==> config.mk <==
export PLATFORM = sky130hd
export DESIGN_NAME = corebus_memory_bank
export DESIGN_NICKNAME = d
export VERILOG_FILES = /design/src/verilog/corebus_pkg.sv /design/src/verilog/corebus_memory_bank.sv
export VERILOG_INCLUDE_DIRS = /design/src /design/src/include
export SDC_FILE = /design/constraint.sdc
export NUM_CORES = 2
export LEC_CHECK = 0
export ABC_AREA = 1
export BUFFER_PORTS_ARGS = -buffer_cell sky130_fd_sc_hd__buf_2
export CAP_MARGIN = 30
export CORE_UTILIZATION = 50
export DETAILED_ROUTE_END_ITERATION = 8
export GPL_ROUTABILITY_DRIVEN = 0
export PLACE_DENSITY = 0.65
export SLEW_MARGIN = 5
export SYNTH_ARGS = -nofsm -noshare
export SYNTH_HDL_FRONTEND = slang
export SYNTH_SLANG_ARGS = --single-unit
==> constraint.sdc <==
create_clock -name clk -period 5 [get_ports clk]
set_clock_uncertainty 0.15 [all_clocks]
set_input_delay 0.25 -clock clk [delete_from_list [all_inputs] [get_ports clk]]
set_output_delay 0.25 -clock clk [all_outputs]
set_load 0.005 [all_outputs]
==> src/include/corebus_params.svh <==
// bus widths and memory geometry for the core bus subsystem
// CB_BANKS and CB_BANK_WORDS must be powers of two
// CB_ADDR_WIDTH covers all banks, and the top bits select the bank
`ifndef COREBUS_PARAMS_SVH
`define COREBUS_PARAMS_SVH

`define CB_ADDR_WIDTH    8
`define CB_DATA_WIDTH    32
`define CB_ID_WIDTH      4
`define CB_LENGTH_WIDTH  2   // length 0 means CB_MAX_LENGTH
`define CB_MAX_LENGTH    4
`define CB_BANKS         4
`define CB_BANK_WORDS    64

`endif
==> src/verilog/corebus_pkg.sv <==
// channel types shared by the core bus router, banks, arbiter and checker
// a write is answered by one response beat with last set and zero data
`include "corebus_params.svh"

package corebus_pkg;

  typedef enum logic {
    CB_READ  = 1'b0,
    CB_WRITE = 1'b1
  } corebus_opcode_e;

  typedef enum logic [1:0] {
    BANK_IDLE  = 2'd0,
    BANK_READ  = 2'd1,
    BANK_WRITE = 2'd2,
    BANK_RESP  = 2'd3
  } corebus_bank_state_e;

  typedef logic [`CB_LENGTH_WIDTH:0] corebus_beats_t;  // 1 .. CB_MAX_LENGTH

  typedef struct packed {
    corebus_opcode_e              opcode;
    logic [`CB_ID_WIDTH-1:0]      id;
    logic [`CB_ADDR_WIDTH-1:0]    address;
    logic [`CB_LENGTH_WIDTH-1:0]  length;
  } corebus_command_t;

  typedef struct packed {
    logic [`CB_DATA_WIDTH-1:0]    data;
    logic [`CB_DATA_WIDTH/8-1:0]  byte_enable;
    logic                         last;
  } corebus_write_data_t;

  typedef struct packed {
    corebus_opcode_e            opcode;
    logic [`CB_ID_WIDTH-1:0]    id;
    logic [`CB_DATA_WIDTH-1:0]  data;
    logic                       last;
  } corebus_response_t;

  function automatic corebus_beats_t corebus_burst_beats(
    input logic [`CB_LENGTH_WIDTH-1:0] length
  );
    if (length == '0) begin
      return corebus_beats_t'(`CB_MAX_LENGTH);
    end
    return corebus_beats_t'(length);
  endfunction

endpackage

==> src/verilog/corebus_memory_bank.sv <==
`timescale 1ns/1ps
// one memory bank running a single read or write burst at a time
// bursts wrap inside the bank, and a read streams one beat per cycle
`include "corebus_params.svh"

module corebus_memory_bank (
  input  logic                              clk,
  input  logic                              i_rst_n,
  input  logic                              i_cmd_valid,
  input  corebus_pkg::corebus_command_t     i_cmd,
  output logic                              o_cmd_accept,
  input  logic                              i_data_valid,
  input  corebus_pkg::corebus_write_data_t  i_data,
  output logic                              o_data_accept,
  output logic                              o_resp_valid,
  output corebus_pkg::corebus_response_t    o_resp,
  input  logic                              i_resp_accept
);
  import corebus_pkg::*;

  localparam int OFFSET_WIDTH = $clog2(`CB_BANK_WORDS);
  localparam int BYTES        = `CB_DATA_WIDTH / 8;

  logic [`CB_DATA_WIDTH-1:0] mem [`CB_BANK_WORDS];

  corebus_bank_state_e      state;
  corebus_beats_t           beat;
  corebus_beats_t           reg_beats;
  corebus_opcode_e          reg_opcode;
  logic [`CB_ID_WIDTH-1:0]  reg_id;
  logic [OFFSET_WIDTH-1:0]  base_offset;
  logic [OFFSET_WIDTH-1:0]  word_addr;
  logic                     final_beat;

  assign o_cmd_accept  = i_cmd_valid && (state == BANK_IDLE);
  assign o_data_accept = i_data_valid && (state == BANK_WRITE);
  assign final_beat    = (beat + 1'b1) == reg_beats;
  assign word_addr     = base_offset + OFFSET_WIDTH'(beat);  // wraps inside the bank

  always_comb begin
    o_resp_valid  = (state == BANK_READ) || (state == BANK_RESP);
    o_resp.opcode = reg_opcode;
    o_resp.id     = reg_id;
    o_resp.data   = (state == BANK_READ) ? mem[word_addr] : '0;
    o_resp.last   = (state == BANK_RESP) || final_beat;
  end

  always_ff @(posedge clk or negedge i_rst_n) begin
    if (!i_rst_n) begin
      state <= BANK_IDLE;
      beat  <= '0;
    end else begin
      case (state)
        BANK_IDLE: begin
          beat <= '0;
          if (o_cmd_accept) begin
            if (i_cmd.opcode == CB_WRITE) begin
              state <= BANK_WRITE;
            end else begin
              state <= BANK_READ;
            end
          end
        end
        BANK_READ: begin
          if (i_resp_accept) begin
            beat <= beat + 1'b1;
            if (final_beat) state <= BANK_IDLE;
          end
        end
        BANK_WRITE: begin
          if (o_data_accept) begin
            beat <= beat + 1'b1;
            if (i_data.last) state <= BANK_RESP;  // response valid the next cycle
          end
        end
        BANK_RESP: begin
          if (i_resp_accept) state <= BANK_IDLE;
        end
        default: state <= BANK_IDLE;
      endcase
    end
  end

  always_ff @(posedge clk) begin
    if (o_cmd_accept) begin
      reg_opcode  <= i_cmd.opcode;
      reg_id      <= i_cmd.id;
      base_offset <= i_cmd.address[OFFSET_WIDTH-1:0];
      reg_beats   <= corebus_burst_beats(i_cmd.length);
    end
  end

  always_ff @(posedge clk) begin
    if (o_data_accept) begin
      for (int b = 0; b < BYTES; b++) begin
        if (i_data.byte_enable[b]) mem[word_addr][8*b +: 8] <= i_data.data[8*b +: 8];
      end
    end
  end

  // master's last flag must agree with the burst length seen on the command
  a_last_on_final_beat: assert property (
    @(posedge clk) disable iff (!i_rst_n)
    o_data_accept |-> (i_data.last == final_beat)
  );

endmodule

---- Word level (Yosys, flattened, before mapping) ----
Memory sizes are Yosys's and may differ from the RTL's.
Index checks and enable logic that the tools add are counted.
word-level totals
  bits in registers ....................... 19
  RAM bits ................................ 2048
  input port bits ......................... 57
  output and inout bits ................... 41
  word-level logic and storage cells ...... 57
  memories ................................ 1
memory list
  name  words  width  read ports  clocked after Yosys merged registers in  write ports  line                       RTL
  mem   64     32     1           0                                        1            corebus_memory_bank.sv:24  logic [`CB_DATA_WIDTH-1:0] mem [`CB_BANK_WORDS];
operators by class
  $add $sub $neg .......................... 2
  equality and inequality tests ........... 10
  multiplexer cells ....................... 28
  reduce and logical (&&, ||, !) cells .... 9
operator list
  cell                   number
  $mux W32               1
  $mux W2                8
  $mux W1                14
  $ne A2 B2 Y1 const B   6
  $mux W3                3
  $pmux W3 S3            1
  $pmux W2 S4            1
  $add A6 B3 Y6          1
  $reduce_and A6 Y1      1
  $eq A2 B2 Y1 const B   2
  $logic_not A2 Y1       2
  $add A3 B1 Y3 const B  1
  $eq A3 B3 Y1           1
  $reduce_and A3 Y1      1
  $reduce_bool A3 Y1     1
  $eq A2 B1 Y1 const B   1
  $logic_and A1 B1 Y1    2
  $logic_or A1 B1 Y1     2

---- Logic depth before layout (Yosys ltp) ----
  word-level depth ........................ 5
  depth in mapped cells ................... 17
  mapped depth without buffers ............ 14

---- Least setup slack after synthesis ----
OpenSTA, ideal clock, no wires.
  path kind ............................... reg2reg
  start point ............................. register beat[0]
  end point ............................... memory mem[47][0] (netlist bit), enable pin
  setup time .............................. 370 ps
  arrival time ............................ 2719 ps
  data required time ...................... 4480 ps
  setup slack ............................. 1761 ps
  cell stages (with the launch flop) ...... 11
  buffers on the path ..................... 4
  clock period less this slack ............ 3239 ps
  cells stage by stage .................... dfrtp_1 > ha_1 > fa_1 > buf_2 > buf_2 > clkbuf_1 > buf_2 > nand2_1 > nor2_2 > nand2_1 > nor2_1
between the ends
  word-level cells in the longest chain between the ends .. 1
RTL lines
  item                      line                       RTL
  start: declaration        corebus_memory_bank.sv:27  corebus_beats_t beat;
  start signal: assignment  corebus_memory_bank.sv:66  beat <= beat + 1'b1;
  start signal: assignment  corebus_memory_bank.sv:72  beat <= beat + 1'b1;
  $add A6 B3 Y6             corebus_memory_bank.sv:38  assign word_addr = base_offset + OFFSET_WIDTH'(beat);
  end: declaration          corebus_memory_bank.sv:24
No other way between the ends.

==> results.toml <==
[outcome]
outcome = "finished, final reports clean"

[timing]
finalCriticalPeriod_ps = 4870
slew_headroom = 0.2764
whs_ps = 27.02
slew_viol_final = 0
finalSetupViolCount = 0
hold_viol_final = 0
period_share = 0.9740
fmax_mhz = 205.3
worstMarginPinSlew_ps = 1083

[setup_path]
path_class = "register to output port"
reg2reg_slack_ps = 350
crit_required_ps = 4600
r2r_cells = 11
crit_chain = "ha_4, fa_4, nand2_1, a21oi_1, xor2_1, buf_4, inv_2, nand2_1, inv_1, buf_4, nand2_1, nand3_1, nor2_1, buf_2"
slowest_delay_ps = 470
start_kind = "register"
worstPathArrival_ps = 4470
worstReg2RegEnd = "mem[47][29]"
crit_path_end_kind = "output port"
crit_top_cell = "nand2_1"
crit_family = "buffers and inverters"
r2r_start = "beat[0]"
cp_slowest_cell = "fa_4"
worstPathMaxFanout = 17
critPathBufInv = 5

[finish]
final_nets = 9573
design_area_um2 = 101800
final_core_util = 0.5694
layout_commonest_cell = "nand2_1"
finalNonFillerCells = 12040
area_growth_pct = 12.93
final_cell_mix = "nand2_1 (3443), edfxtp_1 (2062), nor2_1 (1855), inv_1 (882), o21ai_0 (451)"
drive_above_1_share = 0.07822

[placed_design]
portBuffers = 95
dp.cells = 11590
dpl-instance-area_um2 = 94630
dp_hpwl_um = 145200

[detailed_routing]
drcViolationCount = 0
antenna_left = 0
totalWireLength_um = 247100
wl_per_cell_um = 20.53
vias_per_cell = 5.188
detail_route.iter0.violations = 6743
via_count = 62450
drt_pre_antenna_iters = 7

[power_and_ir_drop]
power_density_nw_per_um2 = 536.7
total_power_uw = 54640
p_leak_uw = 0.04294
vdd.ir_drop.worst_mv = 0.5218

[hold_path]
hold_depth = 2
min_to = "mem[62][13]"
worstHoldStart = "i_data[18]"
hold_path.class = "primary input to register"

[yosys]
ys_seq_area_frac = 0.6882
syn_avg_cell_area_um2 = 9.734
ys_seq_elements = 2067
syn-num-nets = 9328
yosys_warnings = 0
synth_cell_types = 26
syn_inst = 9262
synth.cell_area_um2 = 90150

[floorplanning]
die-area_um2 = 182000
die_h_um = 426.6
ios = 98
die_w_um = 426.6
start_util = 0.5042
row_count = 155
core-area_um2 = 178800

[run]
maxCapViolCount = 0

[global_route]
grt_remaining_overflow = 0
grt_pass1_vias = 59460
grt_max_degree = 169
grt_first_pass_wirelength_um = 365300
grtUsageTotal = 0.2710
grt_antenna_before_repair = 15

[clocking]
clk_pin_slew_ps = 60
h-tree-depth = 4
clock_latency_ps = 840
clockBufferDepth = 3
tritoncts = "done"
numCtsBuffers = 204
cts-root-buf = "clkbuf_16"
cts_sinks = 2067
==> Yosys cell counts <==
library cell,instances,share of area
xor2_1,3,0.00029
nand4_1,1,0.000069
xnor2_1,2,0.00019
o21ai_1,1,0.000055
edfxtp_1,2062,0.69
nand3_1,37,0.0021
nor2_2,13,0.00090
inv_1,883,0.037
inv_2,5,0.00021
o22ai_1,2,0.00014
nand2_2,10,0.00069
o211ai_1,1,0.000083
nor2_1,1863,0.078
clkbuf_1,211,0.0088
a21oi_1,2,0.00011
ha_1,8,0.0011
o21ai_0,451,0.025
buf_4,13,0.0011
nand2_1,3449,0.14
nor3_1,1,0.000055
nor2_4,4,0.00050
fa_1,1,0.00022
buf_1,52,0.0022
dfrtp_1,5,0.0014
buf_2,181,0.010
clkinv_1,1,0.000042
==> through the flow <==
stage | setup slack (ps) | TNS (ps)
after global placement | 541.6 | 0
after floorplan | 1761 | 0
after detailed placement | 442.1 | 0
after global routing | -4.277 | -4.277
after CTS | 2.278 | 0
final | 130.0 | 0
==> power breakdown <==
group	internal, uW	switching [uW]	total [uW]
combinational	5570	15000	20500
sequential	19200	42.3	19200
clock	8500	6400	14900
==> worst max path at each step <==
| stage | startpoint | endpoint | slack, ps | cells after the start |
|---|---|---|---|---|
| after global routing | beat[0] | o_resp[28] | -4 | 15 |
| after detailed placement | beat[0] | mem[7][31] | 440 | 9 |
| after global placement | beat[0] | mem[7][24] | 540 | 9 |
| after floorplan | beat[0] | mem[47][0] | 1760 | 10 |
| after CTS | beat[0] | o_resp[4] | 2 | 14 |
| final | beat[0] | o_resp[25] | 130 | 14 |
==> cell families (layout without fill, tap and decap cells) <==
kind of cell,count (synthesis),after routing,synth area share
and+or+nand+nor,5378,5379,0.2254
DFF,2067,2067,0.6882
buffers and inverters,1346,1748,0.05910
AOI/OAI and AO/OA,457,457,0.02543
adders and majority gates,9,9,0.001332
xor gates and xnor gates,5,5,0.0004858
other,0,17,0
==> final cells by class <==
cell class	instances	area [um^2]
fill	15020	77000
timing repair buffer	495	4109
clock buffer	267	5533
sequential	2067	62040
multi-input combinational	5850	22900
clock inverter	97	849.6
antenna	17	42.54
inverter	889	3379
tap	2355	2947
==> flip-flops by register name, indices dropped and copies added, names as in the netlist <==
signal / cells
base_offset: 6
beat: 3
mem: 2048
reg_beats: 3
reg_id: 4
reg_opcode: 1
state: 2
==> worst reg2reg max path, delay by kind of cell, from the launching register on <==
family          cells  cell delay [ps]
simple gates        5             2450
fa+ha+maj           2              680
flops               1              460
buf+inv             2              290
xor+xnor            1              150
compound gates      1              110
==> per-layer routing <==
layer	wire length, um	vias to the layer above	part of all wire	GRT usage
li1	-	29810	-	-
met1	99800	29580	0.40	0.3573
met2	112500	2523	0.46	0.4254
met3	22920	529	0.093	0.06332
met4	11560	12	0.047	0.1242
met5	323	-	0.0013	0.01270
==> what timing repair did <==
| item | CTS | global route |
|---|---|---|
| hold buffers | 58 | 0 |
| cloned | 0 | 1 |
| buffers inserted | 0 | 2 |
| endpoints found under the setup margin | 23 | 29 |
| resized for setup | 12 | 12 |
| endpoints found under the hold margin | 1407 | 0 |
| pin swaps | 0 | 2 |
Power figures use the tool's default switching activity.
