## config.mk

```make
export PLATFORM = sky130hd
export DESIGN_NAME = corebus_response_arbiter
export DESIGN_NICKNAME = d
export VERILOG_FILES = /design/src/verilog/corebus_pkg.sv /design/src/verilog/corebus_response_arbiter.sv
export VERILOG_INCLUDE_DIRS = /design/src /design/src/include
export SDC_FILE = /design/constraint.sdc
export NUM_CORES = 1
export LEC_CHECK = 0
export ABC_AREA = 1
export BUFFER_PORTS_ARGS = -buffer_cell sky130_fd_sc_hd__buf_4
export CAP_MARGIN = 20
export CORE_ASPECT_RATIO = 0.75
export CORE_MARGIN = 10
export CORE_UTILIZATION = 30
export DETAILED_ROUTE_END_ITERATION = 7
export GPL_ROUTABILITY_DRIVEN = 0
export PLACE_DENSITY = 0.82
export SLEW_MARGIN = 20
export SYNTH_ARGS = -nofsm -noshare
export SYNTH_HDL_FRONTEND = slang
export SYNTH_SLANG_ARGS = --single-unit
```

## constraint.sdc

```tcl
create_clock -name clk -period 2.4 [get_ports clk]
set_input_delay 0.24 -clock clk [delete_from_list [all_inputs] [get_ports clk]]
set_output_delay 0.24 -clock clk [all_outputs]
set_load 0.05 [all_outputs]
```

## src/include/corebus_params.svh

```systemverilog
// bus widths and memory geometry for the core bus subsystem
// CB_BANKS and CB_BANK_WORDS must be powers of two
// CB_ADDR_WIDTH covers all banks, and the top bits select the bank
`ifndef COREBUS_PARAMS_SVH
`define COREBUS_PARAMS_SVH

`define CB_ADDR_WIDTH    8
`define CB_DATA_WIDTH    32
`define CB_ID_WIDTH      4
`define CB_LENGTH_WIDTH  2   // length 0 means CB_MAX_LENGTH
`define CB_MAX_LENGTH    4
`define CB_BANKS         4
`define CB_BANK_WORDS    64

`endif
```

## src/verilog/corebus_pkg.sv

```systemverilog
// channel types shared by the core bus router, banks, arbiter and checker
// a write is answered by one response beat with last set and zero data
`include "corebus_params.svh"

package corebus_pkg;

  typedef enum logic {
    CB_READ  = 1'b0,
    CB_WRITE = 1'b1
  } corebus_opcode_e;

  typedef enum logic [1:0] {
    BANK_IDLE  = 2'd0,
    BANK_READ  = 2'd1,
    BANK_WRITE = 2'd2,
    BANK_RESP  = 2'd3
  } corebus_bank_state_e;

  typedef logic [`CB_LENGTH_WIDTH:0] corebus_beats_t;  // 1 .. CB_MAX_LENGTH

  typedef struct packed {
    corebus_opcode_e              opcode;
    logic [`CB_ID_WIDTH-1:0]      id;
    logic [`CB_ADDR_WIDTH-1:0]    address;
    logic [`CB_LENGTH_WIDTH-1:0]  length;
  } corebus_command_t;

  typedef struct packed {
    logic [`CB_DATA_WIDTH-1:0]    data;
    logic [`CB_DATA_WIDTH/8-1:0]  byte_enable;
    logic                         last;
  } corebus_write_data_t;

  typedef struct packed {
    corebus_opcode_e            opcode;
    logic [`CB_ID_WIDTH-1:0]    id;
    logic [`CB_DATA_WIDTH-1:0]  data;
    logic                       last;
  } corebus_response_t;

  function automatic corebus_beats_t corebus_burst_beats(
    input logic [`CB_LENGTH_WIDTH-1:0] length
  );
    if (length == '0) begin
      return corebus_beats_t'(`CB_MAX_LENGTH);
    end
    return corebus_beats_t'(length);
  endfunction

endpackage

```

## src/verilog/corebus_response_arbiter.sv

```systemverilog
`timescale 1ns/1ps
// round-robin merge of bank responses onto the single response port
// a grant holds from the first presented beat until the last beat transfers
`include "corebus_params.svh"

module corebus_response_arbiter (
  input  logic                                            clk,
  input  logic                                            i_rst_n,
  input  logic [`CB_BANKS-1:0]                            i_resp_valid,
  input  corebus_pkg::corebus_response_t [`CB_BANKS-1:0]  i_resp,
  output logic [`CB_BANKS-1:0]                            o_resp_accept,
  output logic                                            o_sresp_valid,
  output corebus_pkg::corebus_response_t                  o_sresp,
  input  logic                                            i_mresp_accept
);
  import corebus_pkg::*;

  localparam int SEL_WIDTH = $clog2(`CB_BANKS);

  logic [SEL_WIDTH-1:0] rr_ptr;   // last granted bank
  logic [SEL_WIDTH-1:0] pick;
  logic [SEL_WIDTH-1:0] grant;
  logic                 pick_found;
  logic                 locked;

  // search starts one past the last grant and ends on it
  always_comb begin
    pick       = rr_ptr;
    pick_found = 1'b0;
    for (int i = 1; i <= `CB_BANKS; i++) begin
      if (!pick_found && i_resp_valid[SEL_WIDTH'(rr_ptr + i)]) begin
        pick       = SEL_WIDTH'(rr_ptr + i);
        pick_found = 1'b1;
      end
    end
  end

  assign grant         = locked ? rr_ptr : pick;
  assign o_sresp_valid = i_resp_valid[grant];
  assign o_sresp       = i_resp[grant];

  always_comb begin
    o_resp_accept        = '0;
    o_resp_accept[grant] = i_mresp_accept;
  end

  always_ff @(posedge clk or negedge i_rst_n) begin
    if (!i_rst_n) begin
      rr_ptr <= '1;   // bank 0 wins first
      locked <= 1'b0;
    end else if (o_sresp_valid) begin
      rr_ptr <= grant;
      locked <= !(i_mresp_accept && o_sresp.last);
    end
  end

  a_grant_held_until_last: assert property (
    @(posedge clk) disable iff (!i_rst_n)
    (o_sresp_valid && !(i_mresp_accept && o_sresp.last)) |=>
      (o_sresp_valid && (grant == $past(grant)))
  );

endmodule

```

* After elaboration in Yosys (flattened, before gate mapping)
Index checks and enable logic that the tools add are counted.
W data, S select, Z words.
** Word-level totals
- Register bits after elaboration :: 3
- Latch bits :: 0
- Memory bits (writable) :: 0
- Bits in read-only memories :: 0
- Input bits :: 159
- Output and inout bits :: 43
- Word-level logic and storage cells :: 44
- Memories kept :: 0
** Operators by class
- $add $sub $neg :: 4
- Multipliers :: 0
- Div/mod/pow operators :: 0
- Magnitude comparators :: 6
- Eq/ne operators :: 0
- Shift operators :: 0
- Muxes and demuxes :: 22
- Bitwise operators :: 1
- Reductions and logical operators :: 9
** Operators with widths (number)
- $bmux W38 S2 :: 1
- $mux W38 :: 1
- $lt A2 B3 Y1 const B :: 5
- $bmux W1 S2 :: 5
- $mux W2 :: 5
- $mux W1 :: 9
- $logic_and A1 B1 Y1 :: 5
- $add A2 B1 Y2 const B :: 2
- $add A2 B2 Y2 const B :: 2
- $and A4 B4 Y4 :: 1
- $logic_not A1 Y1 :: 4
- $demux W1 S2 :: 1
- $ge A2 B1 Y1 const B :: 1

* Logic depth before layout (Yosys ltp)
Gate-level depths: netlist (run 1).
- Depth in word-level cells :: 19
- Depth in mapped cells :: 16
- Gate-level depth less buffers :: 15

* Least setup slack after synthesis (run 1)
OpenSTA, ideal clock, no wires.
- Kind :: register to output
- From :: register rr_ptr[0]
- To :: output port o_resp_accept[1]
- Data arrival time :: 2460 ps
- Data required time :: 2160 ps
- Setup slack :: -300 ps
- Stages on the path, launching flop included :: 11
- Path buffers :: 2
- Cells stage by stage :: dfstp_2 -> inv_2 -> nand2_2 -> inv_1 -> nand2_1 -> nand2_1 -> o21bai_2 -> nand2_2 -> buf_6 -> buf_2 -> nor3_1
** Between the ends
- Word-level cells in the longest chain between the ends :: 19
- Elaborated cells between the ends (all ways) :: 32
- Those cells by class :: add/sub (4); order compare (2); mux (18); bitwise (1); reduce/logical (7)
** Ends and longest elaborated chain
- start, declared :: line corebus_response_arbiter.sv:20 : logic [SEL_WIDTH-1:0] rr_ptr;
- start signal, assigned :: line corebus_response_arbiter.sv:52 : rr_ptr <= grant;
- $add A2 B1 Y2 :: line corebus_response_arbiter.sv:31, corebus_response_arbiter.sv:32
- $bmux W1 S2 :: line corebus_response_arbiter.sv:31 : if (!pick_found && i_resp_valid[SEL_WIDTH'(rr_ptr + i)]) begin
- $mux W1 (not written as such) :: line corebus_response_arbiter.sv:31
- $mux W1 :: line corebus_response_arbiter.sv:31
- $logic_not A1 Y1 :: line corebus_response_arbiter.sv:31
- $logic_and A1 B1 Y1 :: line corebus_response_arbiter.sv:31
- $mux W1 :: line corebus_response_arbiter.sv:31
- $logic_not A1 Y1 :: line corebus_response_arbiter.sv:31
- (+3 left out)
- $logic_and A1 B1 Y1 :: line corebus_response_arbiter.sv:31
- $mux W2 :: line corebus_response_arbiter.sv:31
- $mux W2 (*) :: line corebus_response_arbiter.sv:38 : assign grant = locked ? rr_ptr : pick;
- $lt A2 B3 Y1 (not written as such) / $ge A2 B1 Y1 (equally long branches) :: line corebus_response_arbiter.sv:44 : o_resp_accept[grant] = i_mresp_accept;
- $logic_and A1 B1 Y1 (not written as such) :: line corebus_response_arbiter.sv:44
- $mux W1 (not written as such) :: line corebus_response_arbiter.sv:44
- $demux W1 S2 (*) :: line corebus_response_arbiter.sv:44
- $and A4 B4 Y4 (no line) (*)
- end, declared :: line corebus_response_arbiter.sv:11 : output logic [`CB_BANKS-1:0] o_resp_accept,
Mark *: on every way between the ends. The rest lies on a longest branch, timed or not. The select of a mux whose other input is x is not followed.

==> impl_metrics.ini, run 1 <==
[global_route]
use_met3_pct = 6.25
grt_pass1_wl_um = 14000
grt_antenna_before_repair = 0
top_usage_layer = met2
globalRouteMet1Util_pct = 25.5
met2_usage_pct = 40.9
grt_start_max_net_pins = 25
grt_usage_pct = 22.9
grt_overflow = 0
grt_pass1_vias = 2702

[sta]
slew_violations = 0
setup_violations = 6
clock.fmax_mhz = 408
period_share_pct = 102
worstMarginPinSlew_ps = 324
fin_hold_ws_ps = 303
hold_viol = 0
finClkSkew_ps = 1.83
rsz0062_at_grt = true
max_slew_margin_pct = 78.4
layout_setup_ws_ps = -50.7
post-route-min-period_ps = 2450

[clock_tree]
clockRootBuffer = clkbuf_8
cts.sinks = 3
cts_made_buffers = 3
cts_tree = built
cts_max_level = 1
insertion_delay_ps = 210
path_clk_slew_ps = 30
cts_buffer_depth = 2

[finish]
syn2layout_area_growth_pct = 167
antenna_cells = 0
final_cell_count_no_fill = 536
drive_gt1_share_pct = 55.5
final_common_cell = buf_4
fin_nets = 641
nFillCells = 267
final_cell_mix = 172 x buf_4, 122 x nand2_1, 45 x buf_6

[synthesis]
ys_seq_area_share_pct = 5.90
synth-simple-area-share_pct = 78.6
avgSynthCellArea_um2 = 5.00
synth_warnings = 0
syn_inst = 263
synthTopCellsByArea = nand2_1 40%, nand4_1 18%, nand3_1 16%
synthXorXnorAreaFrac_pct = 0
synth-compound-area-share_pct = 3.33
yosysTopAreaCellShare_pct = 39.7
muxShareOfSynthArea_pct = 0
synth.distinct_cells = 20
synthAdderAreaFrac_pct = 0
syn_area_um2 = 1320
synth_top_family_by_area = simple AND/OR/NAND/NOR gates
syn-num-nets = 422
synth_area_leader_cell = nand2_1
synth_seq_cells = 3

[floorplan]
num_rows = 20
core_area_um2 = 4130
die-area_um2 = 7460
io_pins = 202
die_h_um = 77.3
die_width_um = 96.5
start_util_pct = 31.8

[routing]
wl_per_cell_um = 19.7
vias = 2853
via_per_inst = 5.32
ant_nets = 0
detail_route.iter0.violations = 176
drtPass1Iterations = 5
drc_errors = 0
drt-total-wl_um = 10600

[worst_setup_path]
critical_path.max_fanout = 12
crit_required_ps = 2160
cp-start-kind = flop
crit_type = flop to output pin
end_kind = output pin
critPathArrivalTime_ps = 2210

[outcome]
status = finished, violations left
violations = negative setup slack

[placement]
dp.cells = 512
hpwl_um = 7720
port_buffers = 201

[run]
drv_cap = 0

[hold_path]
min_path_type = input pin to flop
[worst max-delay path, cell delays in order (launching register included)]
cell and delay (ps):
dfstp_2 560, inv_4 60, nand2_4 60, inv_2 40, nand2_2 70, nand2_4 70
o21bai_4 210, nand2_8 110, inv_4 90, nor2_4 40, buf_12 150, clkbuf_16 160
nand2_1 80, nand4_1 110, buf_6 180
[routing by layer]
metal	part of all wire, %	wire, um
met4	3.3	347
met3	10	1110
met1	35	3670
met2	51	5430
met5	0	0
[sequential cells by signal, indices dropped and copies added, names as in the netlist]
| name | cells |
|---|---|
| locked | 1 |
| rr_ptr | 2 |
[final cells by class]
| class | count | area [um^2] | area share (%) |
|---|---|---|---|
| timing repair buffer | 231 | 2080 | 59.2 |
| multi-input combinational | 233 | 1190 | 34.1 |
| sequential | 3 | 77.6 | 2.21 |
| tap | 55 | 68.8 | 1.96 |
| clock buffer | 4 | 45.0 | 1.29 |
| inverter | 10 | 42.5 | 1.21 |
[logic make-up (layout without fill, tap and decap cells)]
group | after synthesis | in the layout
flops | 3 | 3
buf+inv | 28 | 245
simple gates | 226 | 227
compound gates | 6 | 6
[cell usage after synthesis]
| library cell | instances |
|---|---|
| nand2_1 | 139 |
| nand3_1 | 41 |
| nand4_1 | 37 |
| buf_2 | 8 |
| buf_6 | 6 |
| inv_1 | 6 |
| inv_2 | 4 |
| nor3_1 | 4 |
| clkbuf_1 | 3 |
| dfstp_2 | 2 |
| nand2_2 | 2 |
| nor2_4 | 2 |
| o21ai_0 | 2 |
| buf_1 | 1 |
| dfrtp_1 | 1 |
| nor2_8 | 1 |
| o2111ai_1 | 1 |
| o21ai_1 | 1 |
| o21bai_2 | 1 |
| o221ai_1 | 1 |
[final timing paths]
path                            slack, ps           start          to  cells after the start
min in group asynchronous             350         i_rst_n      locked                      2
max in group asynchronous            1860         i_rst_n   rr_ptr[1]                      2
worst max register to register        450       rr_ptr[0]      locked                     16
worst min register to register        520          locked      locked                      2
worst min-delay path                  300  i_mresp_accept      locked                      4
worst max-delay path                  -50       rr_ptr[0]  o_sresp[6]                     14
[metrics by stage]
stage	setup WS (ps)	area, um^2	setup TNS (ps)	utilization, %
final	-50.7	3500	-99.0	84.9
after global routing	-131	3500	-2610	84.9
after CTS	20.0	3090	0	74.9
after detailed placement	103	2880	0	69.8
after global placement	187	2880	0	69.8
after floorplan	-300	1320	-599	-
[repair_timing]
action | CTS | global route
pin swaps | 3 | 12
hold buffers | 1 | 0
endpoints found under the hold margin | 3 | 0
gates cloned | 2 | 5
resized for setup | 19 | 64
setup buffers | 4 | 8
setup endpoints to repair | 38 | 41
Power of run 1 is not shown: default switching activity piles up to over one toggle a cycle in this logic, so the estimate is an artifact.
==> run 2, diff against run 1 <==
--- a/config.mk
+++ b/config.mk
@@ -6,15 +6,14 @@
 export SDC_FILE = /design/constraint.sdc
 export NUM_CORES = 1
 export LEC_CHECK = 0
-export ABC_AREA = 1
 export BUFFER_PORTS_ARGS = -buffer_cell sky130_fd_sc_hd__buf_4
 export CAP_MARGIN = 20
 export CORE_ASPECT_RATIO = 0.75
 export CORE_MARGIN = 10
-export CORE_UTILIZATION = 30
+export CORE_UTILIZATION = 33
 export DETAILED_ROUTE_END_ITERATION = 7
 export GPL_ROUTABILITY_DRIVEN = 0
-export PLACE_DENSITY = 0.82
+export PLACE_DENSITY = 0.83
 export SLEW_MARGIN = 20
 export SYNTH_ARGS = -nofsm -noshare
 export SYNTH_HDL_FRONTEND = slang
==> run 2 against run 1 <==
  * The flow still finishes with violations (negative setup slack)
  * Non-clock buffer count up 6
  * Register-to-register slack got worse by 400 ps
  * Area after synthesis increased by 18%
  * Critical path type unchanged
  * Largest cell class unchanged
==> impl_metrics.ini, run 2 <==
[hold_path]
min_path_type = input pin to async pin

[routing]
drc_errors = 0
via_per_inst = 6.47
detail_route.iter0.violations = 450
drtPass1Iterations = 5
vias = 3669
wl_per_cell_um = 27.9
ant_nets = 0
drt-total-wl_um = 15800

[synthesis]
synth_most_common_cell = nand2_1
syn_inst = 292
ys_top_cells_by_count = 152 x nand2_1, 37 x a31oi_1, 37 x and3_1
avgSynthCellArea_um2 = 5.31
yosysTopAreaCellShare_pct = 36.8
syn_area_um2 = 1550
synthFlopType = dfstp_2
synthTopCellsByArea = nand2_1 37%, a31oi_1 15%, and3_1 15%
async_flop_share_pct = 100
synth.distinct_cells = 30
syn-num-nets = 451
synth_area_leader_cell = nand2_1
synth_seq_cells = 3
synth_warnings = 0
ys_seq_area_share_pct = 5.00
synth_edf_count = 0

[sta]
fin_hold_ws_ps = 381
post-route-min-period_ps = 2710
finClkSkew_ps = 16.8
hold_viol = 0
worstMarginPinSlew_ps = 934
period_share_pct = 113
finalSetupTns_ps = -8040
max_slew_margin_pct = 36.9
rsz0062_at_grt = true
clock.fmax_mhz = 369
slew_violations = 0
layout_setup_ws_ps = -313
setup_violations = 43

[clock_tree]
cts.sinks = 3
cts_buffer_depth = 2
path_clk_slew_ps = 50
cts_max_level = 1
clockRootBuffer = clkbuf_8
cts_tree = built
insertion_delay_ps = 240
cts_made_buffers = 3

[global_route]
grt_pass1_vias = 3161
grt_overflow = 0
grt_antenna_before_repair = 0
grt_usage_pct = 25.4
grt_start_max_net_pins = 27
grt_pass1_wl_um = 16600

[finish]
final_cell_mix = 183 x buf_4, 142 x nand2_1, 33 x buf_6
largest-register = rr_ptr
final_common_cell = buf_4
reg.largest.list = rr_ptr x2, locked x1
final_cell_count_no_fill = 567
antenna_cells = 0
drive_gt1_share_pct = 61.2
nFillCells = 123
syn2layout_area_growth_pct = 174
largest_reg_flops = 2
fin_nets = 670

[worst_setup_path]
cp_slowest_stage_delay_ps = 570
cp_top_family = buffers and inverters
end_kind = output pin
crit_required_ps = 2160
crit_type = flop to output pin
critical_path.max_fanout = 19
critPathBufInv = 5
critPathArrivalTime_ps = 2470
path_cells = buf_6 -> nor2b_2 -> o41ai_4 -> buf_6 -> buf_4 -> buf_16 -> nand2_1 -> a31oi_1 -> buf_4
critPathSlowestCell = dfstp_2
cp-start-kind = flop

[floorplan]
start_util_pct = 34.5
die-area_um2 = 7870
die_h_um = 79.4
io_pins = 202
core_area_um2 = 4490
num_rows = 21
die_width_um = 99.2

[outcome]
violations = negative setup slack
status = finished, violations left

[power]
power.density_nw_per_um2 = 2130
p_leak_nw = 2.06
peakVddDrop_v = 0.00167

[placement]
hpwl_um = 8150
dpl_worst_slack_ps = -39.8
port_buffers = 201
dp.cells = 542

[run]
drv_cap = 0
[run 2: changes by cell type after synthesis, sizes merged, moves of 3 or more]
cell	delta
and3	+37
nand3	-41
a31oi	+37
nand2	+11
nor2b	+3
inv	-4
nand4	-37
nand2b	+3
a21oi	+3
clkbuf	+4
[run 2: cell type report]
class | instances | area (um^2) | share of cell area (%)
Timing Repair inverter | 1 | 16.3 | 0.382
Multi-Input combinational cell | 259 | 1820 | 42.9
Tap cell | 57 | 71.3 | 1.68
Timing Repair Buffer | 237 | 2180 | 51.3
Sequential cell | 3 | 77.6 | 1.82
Inverter | 6 | 37.5 | 0.883
Clock buffer | 4 | 45.0 | 1.06
[run 2: metrics by stage]
stage	power (mW)	area, um^2	util, %
after CTS	7.73	3870	86.2
after floorplan	4.74	1790	-
after detailed placement	6.52	3400	75.7
after global routing	9.23	4250	94.7
final	9.05	4250	94.7
after global placement	6.45	3400	75.7
[run 2: repair_timing]
item,4_1_cts,5_1_grt
hold buffers,1,0
setup endpoints to repair,41,42
buffers inserted,5,6
hold endpoints to repair,3,0
gates cloned,6,4
gates resized for setup,55,58
pin swaps,5,4
[run 2: final timing paths]
path,start,slack (ps),cells past startpoint,end
max reg2reg,rr_ptr[1],50,7,locked
min in group clk,i_resp[38],530,4,locked
max,rr_ptr[0],-310,9,o_sresp[27]
min reg2reg,locked,910,2,locked
max in group asynchronous,i_rst_n,1850,2,rr_ptr[0]
min,i_rst_n,380,2,locked
[run 2: cell families (layout without fill, tap and decap cells)]
| group | after synthesis | count (layout) | share of synthesized area [%] |
|---|---|---|---|
| multiplexers | 2 | 2 | 1.29 |
| buffers and inverters | 30 | 248 | 12.4 |
| AND/OR/NAND/NOR | 204 | 204 | 57.0 |
| AO/OA/AOI/OAI | 53 | 53 | 24.3 |
| flip-flops | 3 | 3 | 5.00 |
[run 2: layer usage]
metal	GRT usage, %	part of all wire [%]	up-vias
met5	0	0	-
met3	11.8	14	124
met4	8.00	7.1	0
met2	44.1	46	448
met1	26.9	32	1642
li1	-	-	1455
[run 2: power by group]
| part | switching, mW | internal [mW] |
|---|---|---|
| Sequential | 0.0501 | 0.0874 |
| Combinational | 5.24 | 3.51 |
| Clock | 0.0525 | 0.115 |
| Total | 5.34 | 3.71 |
Power figures use the tool's default switching activity.
